<file path="config.mk">
export PLATFORM = sky130hd
export DESIGN_NAME = carry_propagation
export DESIGN_NICKNAME = d
export VERILOG_FILES = /design/src/verilog/carry_pkg.sv /design/src/verilog/carry_propagation.sv /design/src/verilog/carry_state.sv /design/src/verilog/lane_resolver.sv /design/src/verilog/segment_packer.sv
export SDC_FILE = /design/constraint.sdc
export NUM_CORES = 1
export LEC_CHECK = 0
export BUFFER_PORTS_ARGS = -buffer_cell sky130_fd_sc_hd__buf_4
export CAP_MARGIN = 40
export CORE_MARGIN = 2
export CORE_UTILIZATION = 30
export CTS_BUF_LIST = sky130_fd_sc_hd__clkbuf_4 sky130_fd_sc_hd__clkbuf_8 sky130_fd_sc_hd__clkbuf_16
export DETAILED_ROUTE_END_ITERATION = 8
export PLACE_DENSITY_LB_ADDON = 0.15
export SYNTH_ARGS = -nofsm -noshare
export SYNTH_HDL_FRONTEND = slang
export SYNTH_SLANG_ARGS = --single-unit
</file>
<file path="constraint.sdc">
create_clock -name clk -period 5.55 [get_ports clk]
set_input_delay 0 -clock clk [delete_from_list [all_inputs] [get_ports clk]]
set_output_delay 0 -clock clk [all_outputs]
set_load 0.03 [all_outputs]
</file>
<file path="src/verilog/carry_pkg.sv">
// --------------------
// Widths, constants and vector types shared by the carry resolution stage
// --------------------
package carry_pkg;

    // --------------------
    // Widths
    // --------------------
    localparam int BYTE_WIDTH = 8;

    // A code word is one carry bit above one output byte
    localparam int CODE_WIDTH = BYTE_WIDTH + 1;

    // Input lanes are wider than a code word, only the low bits count
    localparam int LANE_WIDTH = 16;

    localparam int RUN_WIDTH = 8;
    localparam int LANE_COUNT_WIDTH = 2;

    // --------------------
    // Output slots
    // --------------------
    // Two lanes and the flush logic each offer a head and a fill segment
    localparam int NUM_CANDIDATES = 6;
    localparam int NUM_SEGMENTS = 4;

    // --------------------
    // Vector types
    // --------------------
    typedef logic [BYTE_WIDTH-1:0]       byte_t;
    typedef logic [CODE_WIDTH-1:0]       code_word_t;
    typedef logic [LANE_WIDTH-1:0]       lane_word_t;
    typedef logic [RUN_WIDTH-1:0]        run_len_t;
    typedef logic [LANE_COUNT_WIDTH-1:0] lane_count_t;

    // --------------------
    // Code constants
    // --------------------
    // Carry clear with byte 0xFF, the only word that extends a run
    localparam code_word_t RUN_WORD = 9'h0FF;

    // Byte emitted for each member of a run before the carry is added
    localparam byte_t FILL_BYTE = 8'hFF;

endpackage

</file>
<file path="src/verilog/carry_propagation.sv">
// --------------------
// Carry resolution stage: two chained lane resolvers, state and packer
// --------------------
module carry_propagation (
    input  logic                   clk,
    input  logic                   reset,
    input  logic                   start,
    // Final marker of the stream
    input  logic                   is_final,
    input  carry_pkg::lane_count_t lane_count,
    input  carry_pkg::lane_word_t  word_1,
    input  carry_pkg::lane_word_t  word_2,
    output carry_pkg::byte_t       seg_byte_0,
    output carry_pkg::byte_t       seg_byte_1,
    output carry_pkg::byte_t       seg_byte_2,
    output carry_pkg::byte_t       seg_byte_3,
    output carry_pkg::run_len_t    seg_len_0,
    output carry_pkg::run_len_t    seg_len_1,
    output carry_pkg::run_len_t    seg_len_2,
    output carry_pkg::run_len_t    seg_len_3,
    output logic                   seg_valid,
    output logic                   last
);
    import carry_pkg::*;

    logic       lane_valid_1;
    logic       lane_valid_2;
    code_word_t code_1;
    code_word_t code_2;

    // State as held, after lane 1, and after lane 2
    byte_t      pending;
    run_len_t   run;
    byte_t      pending_mid;
    run_len_t   run_mid;
    byte_t      pending_next;
    run_len_t   run_next;

    byte_t      head_byte_1;
    run_len_t   head_len_1;
    byte_t      fill_byte_1;
    run_len_t   fill_len_1;
    byte_t      head_byte_2;
    run_len_t   head_len_2;
    byte_t      fill_byte_2;
    run_len_t   fill_len_2;
    byte_t      flush_head_byte;
    run_len_t   flush_head_len;
    byte_t      flush_fill_byte;
    run_len_t   flush_fill_len;

    assign lane_valid_1 = (lane_count != 2'd0);
    assign lane_valid_2 = (lane_count == 2'd2);
    assign code_1 = word_1[CODE_WIDTH-1:0];
    assign code_2 = word_2[CODE_WIDTH-1:0];

    lane_resolver u_lane_1 (
        .lane_valid  (lane_valid_1),
        .word        (code_1),
        .pending_in  (pending),
        .run_in      (run),
        .pending_out (pending_mid),
        .run_out     (run_mid),
        .head_byte   (head_byte_1),
        .head_len    (head_len_1),
        .fill_byte   (fill_byte_1),
        .fill_len    (fill_len_1)
    );

    lane_resolver u_lane_2 (
        .lane_valid  (lane_valid_2),
        .word        (code_2),
        .pending_in  (pending_mid),
        .run_in      (run_mid),
        .pending_out (pending_next),
        .run_out     (run_next),
        .head_byte   (head_byte_2),
        .head_len    (head_len_2),
        .fill_byte   (fill_byte_2),
        .fill_len    (fill_len_2)
    );

    carry_state u_state (
        .clk             (clk),
        .reset           (reset),
        .start           (start),
        .is_final        (is_final),
        .pending_next    (pending_next),
        .run_next        (run_next),
        .pending         (pending),
        .run             (run),
        .flush_head_byte (flush_head_byte),
        .flush_fill_byte (flush_fill_byte),
        .flush_head_len  (flush_head_len),
        .flush_fill_len  (flush_fill_len)
    );

    segment_packer u_packer (
        .clk         (clk),
        .reset       (reset),
        .start       (start),
        .is_final    (is_final),
        .cand_byte_0 (head_byte_1),
        .cand_byte_1 (fill_byte_1),
        .cand_byte_2 (head_byte_2),
        .cand_byte_3 (fill_byte_2),
        .cand_byte_4 (flush_head_byte),
        .cand_byte_5 (flush_fill_byte),
        .cand_len_0  (head_len_1),
        .cand_len_1  (fill_len_1),
        .cand_len_2  (head_len_2),
        .cand_len_3  (fill_len_2),
        .cand_len_4  (flush_head_len),
        .cand_len_5  (flush_fill_len),
        .seg_byte_0  (seg_byte_0),
        .seg_byte_1  (seg_byte_1),
        .seg_byte_2  (seg_byte_2),
        .seg_byte_3  (seg_byte_3),
        .seg_len_0   (seg_len_0),
        .seg_len_1   (seg_len_1),
        .seg_len_2   (seg_len_2),
        .seg_len_3   (seg_len_3),
        .seg_valid   (seg_valid),
        .last        (last)
    );

endmodule

</file>
<file path="src/verilog/carry_state.sv">
// --------------------
// Pending byte and run registers, start and final handling, flush segments
// --------------------
module carry_state (
    input  logic                clk,
    input  logic                reset,
    input  logic                start,
    // Final marker of the stream
    input  logic                is_final,
    input  carry_pkg::byte_t    pending_next,
    input  carry_pkg::run_len_t run_next,
    output carry_pkg::byte_t    pending,
    output carry_pkg::run_len_t run,
    output carry_pkg::byte_t    flush_head_byte,
    output carry_pkg::byte_t    flush_fill_byte,
    output carry_pkg::run_len_t flush_head_len,
    output carry_pkg::run_len_t flush_fill_len
);
    import carry_pkg::*;

    logic flush_en;

    // Start wins over final, its lanes are discarded downstream anyway
    assign flush_en = is_final && !start;

    // --------------------
    // State registers
    // --------------------
    always_ff @(posedge clk) begin
        if (reset) begin
            pending <= '0;
            run <= '0;
        end else if (start || is_final) begin
            // Both markers leave the stage with nothing held
            pending <= '0;
            run <= '0;
        end else begin
            pending <= pending_next;
            run <= run_next;
        end
    end

    // --------------------
    // Flush segments
    // --------------------
    // On final the state left after both lanes is written out as is.
    // No later word can carry into it, so no carry is added here
    assign flush_head_byte = pending_next;
    assign flush_head_len = flush_en ? run_len_t'(1) : '0;

    assign flush_fill_byte = FILL_BYTE;
    assign flush_fill_len = flush_en ? run_next : '0;

endmodule

</file>
<file path="src/verilog/lane_resolver.sv">
// --------------------
// One code word applied to the pending byte and the 0xFF run
// --------------------
module lane_resolver (
    input  logic                  lane_valid,
    input  carry_pkg::code_word_t word,
    input  carry_pkg::byte_t      pending_in,
    input  carry_pkg::run_len_t   run_in,
    output carry_pkg::byte_t      pending_out,
    output carry_pkg::run_len_t   run_out,
    output carry_pkg::byte_t      head_byte,
    output carry_pkg::run_len_t   head_len,
    output carry_pkg::byte_t      fill_byte,
    output carry_pkg::run_len_t   fill_len
);
    import carry_pkg::*;

    logic  carry;
    logic  is_run;
    logic  resolve;
    byte_t carry_byte;

    assign carry = word[CODE_WIDTH-1];
    assign is_run = (word == RUN_WORD);

    // Any valid word other than the run word settles the bytes held so far
    assign resolve = lane_valid && !is_run;

    assign carry_byte = {{(BYTE_WIDTH-1){1'b0}}, carry};

    // --------------------
    // Segments
    // --------------------
    // The pending byte absorbs the carry
    assign head_byte = pending_in + carry_byte;
    assign head_len = resolve ? run_len_t'(1) : '0;

    // With the carry set each 0xFF wraps to 0x00
    assign fill_byte = FILL_BYTE + carry_byte;
    assign fill_len = resolve ? run_in : '0;

    // --------------------
    // Next state
    // --------------------
    always_comb begin
        pending_out = pending_in;
        run_out = run_in;
        if (lane_valid && is_run) begin
            // Counter wraps past 255, longer runs are not supported
            run_out = run_in + run_len_t'(1);
        end else if (resolve) begin
            pending_out = word[BYTE_WIDTH-1:0];
            run_out = '0;
        end
    end

endmodule

</file>
<file path="src/verilog/segment_packer.sv">
// --------------------
// Compaction of six candidate segments into four registered output slots
// --------------------
module segment_packer (
    input  logic                clk,
    input  logic                reset,
    input  logic                start,
    input  logic                is_final,
    input  carry_pkg::byte_t    cand_byte_0,
    input  carry_pkg::byte_t    cand_byte_1,
    input  carry_pkg::byte_t    cand_byte_2,
    input  carry_pkg::byte_t    cand_byte_3,
    input  carry_pkg::byte_t    cand_byte_4,
    input  carry_pkg::byte_t    cand_byte_5,
    input  carry_pkg::run_len_t cand_len_0,
    input  carry_pkg::run_len_t cand_len_1,
    input  carry_pkg::run_len_t cand_len_2,
    input  carry_pkg::run_len_t cand_len_3,
    input  carry_pkg::run_len_t cand_len_4,
    input  carry_pkg::run_len_t cand_len_5,
    output carry_pkg::byte_t    seg_byte_0,
    output carry_pkg::byte_t    seg_byte_1,
    output carry_pkg::byte_t    seg_byte_2,
    output carry_pkg::byte_t    seg_byte_3,
    output carry_pkg::run_len_t seg_len_0,
    output carry_pkg::run_len_t seg_len_1,
    output carry_pkg::run_len_t seg_len_2,
    output carry_pkg::run_len_t seg_len_3,
    output logic                seg_valid,
    output logic                last
);
    import carry_pkg::*;

    byte_t    cand_byte [NUM_CANDIDATES];
    run_len_t cand_len [NUM_CANDIDATES];
    byte_t    pack_byte [NUM_SEGMENTS];
    run_len_t pack_len [NUM_SEGMENTS];
    byte_t    seg_byte_q [NUM_SEGMENTS];
    run_len_t seg_len_q [NUM_SEGMENTS];

    // Candidates in stream order: lane 1, lane 2, then flush
    assign cand_byte[0] = cand_byte_0;
    assign cand_byte[1] = cand_byte_1;
    assign cand_byte[2] = cand_byte_2;
    assign cand_byte[3] = cand_byte_3;
    assign cand_byte[4] = cand_byte_4;
    assign cand_byte[5] = cand_byte_5;
    assign cand_len[0] = cand_len_0;
    assign cand_len[1] = cand_len_1;
    assign cand_len[2] = cand_len_2;
    assign cand_len[3] = cand_len_3;
    assign cand_len[4] = cand_len_4;
    assign cand_len[5] = cand_len_5;

    // --------------------
    // Compaction
    // --------------------
    // At most four candidates are nonempty in one cycle, since a resolve
    // clears the run that the next stage would otherwise fill out
    always_comb begin : compact
        logic [2:0] slot;
        slot = '0;
        for (int k = 0; k < NUM_SEGMENTS; k++) begin
            pack_byte[k] = '0;
            pack_len[k] = '0;
        end
        for (int i = 0; i < NUM_CANDIDATES; i++) begin
            if ((cand_len[i] != '0) && (slot < NUM_SEGMENTS)) begin
                pack_byte[slot[1:0]] = cand_byte[i];
                pack_len[slot[1:0]] = cand_len[i];
                slot = slot + 3'd1;
            end
        end
    end

    // --------------------
    // Output registers
    // --------------------
    always_ff @(posedge clk) begin
        if (reset) begin
            for (int k = 0; k < NUM_SEGMENTS; k++) begin
                seg_len_q[k] <= '0;
            end
            seg_valid <= 1'b0;
            last <= 1'b0;
        end else begin
            // A start cycle emits nothing
            for (int k = 0; k < NUM_SEGMENTS; k++) begin
                seg_len_q[k] <= start ? '0 : pack_len[k];
            end
            // Slots fill from 0, so slot 0 tells whether any is used
            seg_valid <= !start && (pack_len[0] != '0);
            last <= is_final;
        end
    end

    always_ff @(posedge clk) begin
        for (int k = 0; k < NUM_SEGMENTS; k++) begin
            seg_byte_q[k] <= pack_byte[k];
        end
    end

    assign seg_byte_0 = seg_byte_q[0];
    assign seg_byte_1 = seg_byte_q[1];
    assign seg_byte_2 = seg_byte_q[2];
    assign seg_byte_3 = seg_byte_q[3];
    assign seg_len_0 = seg_len_q[0];
    assign seg_len_1 = seg_len_q[1];
    assign seg_len_2 = seg_len_q[2];
    assign seg_len_3 = seg_len_q[3];

endmodule
</file>
Word level (Yosys, flattened, before mapping)
Memory sizes are Yosys's and may differ from the RTL's.
Cells that the tools add are included.
Word-level totals
  input bits: 38
  memories kept: 2
  memory bits (writable): 64
  logic and storage cells: 134
  flip-flop bits (word level): 18
Memory list
  u_packer.seg_byte_q: depth 4, width 8, read ports 4, clocked after Yosys merged registers in 0, write ports 4, line segment_packer.sv:38  | byte_t seg_byte_q [NUM_SEGMENTS];
  u_packer.seg_len_q: depth 4, width 8, read ports 4, clocked after Yosys merged registers in 0, write ports 4, line segment_packer.sv:39  | run_len_t seg_len_q [NUM_SEGMENTS];
Operators by class
  bitwise operators: 10
  reductions and logical operators: 29
  muxes and demuxes: 61
  order comparisons: 15
  equality and inequality tests: 3
  add/subtract/negate cells: 10
Operators by type and width (number)
  $mux W32: 10
  $bwmux W32: 9
  $mux W8: 25
  $demux W8 S2: 5
  $reduce_bool A8 Y1: 7
  $or A32 B32 Y32: 1
  $eq A9 B8 Y1 const B: 2
  $add A8 B1 Y8: 2
  $add A8 B1 Y8 const B: 2
  $logic_and A1 B1 Y1: 16
  $ge A3 B3 Y1 const B: 5
  $lt A3 B1 Y1 const B: 5
  $lt A3 B3 Y1 const B: 4
  $mux W3: 4
  $not A2 Y3: 4
  $add A3 B1 Y3 const B: 3
  $mux W1: 8
  $add A1 B2 Y3 const A: 2
  $or A1 B1 Y1: 4
  $logic_not A1 Y1: 3
  $lt A1 B3 Y1 const B: 1
  $not A1 Y3: 1
  $add A1 B1 Y2 const B: 1
  $eq A2 B2 Y1 const B: 1
  other kinds (3): 3

Logic depth before layout (Yosys ltp)
  depth after elaboration: 27
  depth in mapped cells: 19

By module
From an unflattened synthesis, not the netlist that was laid out.
Second synthesis, totals
  cell total of the unflattened synthesis: 858
  area, all modules: 6842.8 um^2
Modules (own cells, without submodules)
  segment_packer: cells an instance 580, area an instance 4564.4 um^2, instances 1, seq. area each 1321.3 um^2
  lane_resolver: cells an instance 101, area an instance 693.2 um^2, instances 2, seq. area each 0.0 um^2
  carry_state: cells an instance 74, area an instance 879.6 um^2, instances 1, seq. area each 320.3 um^2
  carry_propagation: cells an instance 2, area an instance 12.5 um^2, instances 1, seq. area each 0.0 um^2

Worst setup path before layout
OpenSTA, ideal clock, no wires.
  path kind: in2reg
  from: input port word_1[7]
  to: memory u_packer.seg_len_q[0][0] (netlist name)
  setup slack: 1.123 ns
  data arrival time: 4.306 ns
  setup time: 0.121 ns
  stages: 16
  cells stage by stage: and4_1 -> a31oi_1 -> clkbuf_1 -> clkbuf_1 -> clkbuf_1 -> ha_1 -> clkbuf_1 -> and3_1 -> clkbuf_1 -> nor3_1 -> mux2_2 -> ha_1 -> or3_1 -> or3_1 -> buf_2 -> mux2_4
RTL lines
  start: declaration: line carry_propagation.sv:11  | input carry_pkg::lane_word_t word_1,
  end: declaration: line segment_packer.sv:39

==> results.py <==
metrics = {
    "status": {
        "outcome": "finished, final reports clean",
    },
    "die": {
        "die_w_um": 128.2,
        "chipHeight_um": 128.2,
        "io_pins": 104,
        "initial_core_util_pct": 30.54,
        "die_area_um2": 16430,
        "core_area_um2": 15150,
        "rows": 45,
    },
    "routing": {
        "drc": 0,
        "via_count": 4672,
        "routedWlPerCell_um": 18.14,
        "viasPerCell": 5.496,
        "ant_nets": 0,
        "drt_iter0_drc": 381,
        "totalWireLength_um": 15420,
        "dr.pass1.iters": 7,
    },
    "pwr": {
        "p_leak_nw": 2.418,
        "total_power_w": 0.001482,
        "ir_worst_vdd_uv": 127.1,
        "p_per_area_nw_per_um2": 254.5,
    },
    "setup_path": {
        "startpoint_type": "flop",
        "crit_fanout": 17,
        "critPathCaptureType": "flop",
        "arrival_ns": 4.71,
        "worstPathRequired_ns": 5.79,
        "path_class": "reg -> reg",
    },
    "logic_synthesis": {
        "synth_top_family_by_area": "simple AND/OR/NAND/NOR gates",
        "synth-seq-area-share_pct": 35.49,
        "synth_xor_area_share_pct": 2.651,
        "syn-num-nets": 631,
        "synth_fa_ha_area_share_pct": 4.598,
        "ys_warn_count": 0,
        "syn_area_um2": 4626,
        "synthArstFlopShare_pct": 0,
        "yosys.area_share.simple_pct": 25.10,
        "synth_ff_type": "dfxtp_1",
        "synth_seq_cells": 82,
        "synth_compound_area_share_pct": 22.18,
        "netlist_instances": 576,
        "synth_edf_count": 0,
        "syn_area_per_cell_um2": 8.031,
        "yosys-mux-area-fraction_pct": 5.572,
        "ys_types": 63,
    },
    "timing": {
        "finalSetupTns_ns": 0,
        "setup_viol": 0,
        "tightest_slew_ns": 0.8651,
        "rsz0062_at_grt": "false",
        "setup_ws_ns": 1.073,
        "finalHoldViolations": 0,
        "drv_slew": 0,
        "fin_crit_sh_pct": 80.67,
        "fin_crit_ns": 4.477,
        "relSlewSlack_pct": 41.72,
        "worst_hold_slack_ns": 0.08588,
        "finClkSkew_ns": 0.01175,
        "max_freq_mhz": 223.4,
    },
    "placed_design": {
        "postPlaceCellArea_um2": 5466,
        "io_buffers": 89,
        "place_hpwl_um": 12030,
        "finalWeightedCongestion": 0.8836,
        "preCtsSetupSlack_ns": 1.159,
    },
    "global_routing": {
        "grt_pass1_vias": 4466,
        "antenna_found_initial": 0,
        "grt_max_degree": 31,
        "grt-ovfl-total": 0,
        "track_usage_pct": 19.21,
        "grt_pass1_wl_um": 24580,
    },
    "clock_network": {
        "root_buffer": "clkbuf_16",
        "ctsResizeCount": 0,
        "clk_latency_ns": 0.35,
        "cts_tree": "yes",
        "cts-buffers-inserted": 9,
        "clock_path_buffers": 2,
        "htree_levels": 3,
        "path_clk_slew_ns": 0.07,
        "post_cts_buffers": 0,
        "hold_buffers": 2,
        "cts_sinks": 82,
    },
    "finish": {
        "area_growth_pct": 25.86,
        "final_cell_area_um2": 5822,
        "diodes": 0,
        "fillers": 1603,
        "fin_nets": 712,
        "layout-drive-gt1-share_pct": 20.85,
        "area.sequential_um2": 1642,
        "multiInputGateArea_um2": 2786,
    },
    "min_path": {
        "hold_class": "in -> reg",
    },
    "run": {
        "maxCapViolCount": 0,
    },
}
## cell type report
type	count	area share, %
multi-input combinational	444	47.86
sequential	82	28.20
timing repair buffer	99	12.79
clock inverter	6	1.655
tap	188	4.040
inverter	21	1.354
clock buffer	10	4.105
## flip-flops by register name, summed over array words and instances (netlist names)
| signal | count |
|---|---|
| u_packer.seg_len_q | 32 |
| u_packer.last | 1 |
| u_packer.seg_byte_q | 32 |
| u_state.pending | 8 |
| u_state.run | 8 |
| u_packer.seg_valid | 1 |
## worst paths after layout
check / start / end / slack, ns / depth (start not counted)
max: u_state.run[0] / u_packer.seg_len_q[0][0] / 1.07 / 10
min: word_2[3] / u_state.pending[3] / 0.09 / 3
max reg2reg: u_state.run[0] / u_packer.seg_len_q[0][0] / 1.07 / 10
min reg2reg: u_state.run[5] / u_packer.seg_len_q[1][5] / 0.70 / 4
## per-layer routing
metal / vias to the layer above / part of all wire [%] / track usage [%]
met5: - / 0 / 0
met4: 0 / 1.1 / 5.301
met3: 13 / 6.9 / 4.048
met2: 152 / 44 / 28.94
met1: 2248 / 48 / 27.69
li1: 2259 / - / -
## through the flow
stage	instances	util [%]
3_5_place_dp	832	36.09
6_report	850	38.44
5_1_grt	850	38.44
4_1_cts	850	38.44
2_1_floorplan	576	-
3_3_place_gp	831	36.07
## power breakdown
group / internal (W) / switching [W] / total (W)
Combinational: 0.0000712 / 0.000132 / 0.000204
Clock: 0.000412 / 0.000255 / 0.000666
Sequential: 0.000605 / 0.00000678 / 0.000612
## cells in the mapped netlist, types with 7 or more instances
cell type,number,area share [%]
xor2_1,8,1.5
a21oi_1,18,1.9
ha_1,17,4.6
dfxtp_1,82,35
mux2i_1,16,3.5
clkbuf_1,16,1.3
a211o_1,7,1.3
nand3_1,26,2.8
o21ai_0,34,3.7
or3_1,12,1.6
nor2b_1,8,1.1
nor3_1,15,1.6
inv_1,20,1.6
a31oi_1,10,1.4
a221o_1,7,1.5
nand2_1,66,5.4
o22ai_1,23,3.1
nor2_1,69,5.6
o211ai_1,13,2.1
or2_2,9,1.2
buf_2,10,1.1
## worst max-delay path, cell delays in order (launching register included)
cell and delay [ns]:
dfxtp_1 0.50, ha_1 0.43, o21ai_0 0.27, and3_1 0.25
o2111a_1 0.41, nor3_1 0.40, mux2_2 0.42, ha_1 0.29
or3_1 0.38, or3_1 0.62, mux2_4 0.39
## placed cells by master, fill, tap and decap left out, drive strengths merged, types with 9 or more instances in the layout
cell type,netlist,layout
a21oi,18,18
a31oi,10,10
buf,13,97
clkbuf,16,10
dfxtp,82,82
ha,17,17
inv,20,22
mux2i,16,16
nand2,66,66
nand3,26,26
nor2,69,69
nor3,16,16
o211ai,13,13
o21ai,35,35
o22ai,23,23
or2,9,9
or3,12,12
## cell families (layout without fill, tap and decap cells)
kind of cell	after synthesis	after routing
AOI/OAI and AO/OA	147	147
xor gates and xnor gates	14	14
adders and majority gates	17	17
buffers and inverters	50	136
DFF	82	82
muxes	24	24
and+or+nand+nor	242	242
Power figures use the tool's default switching activity.
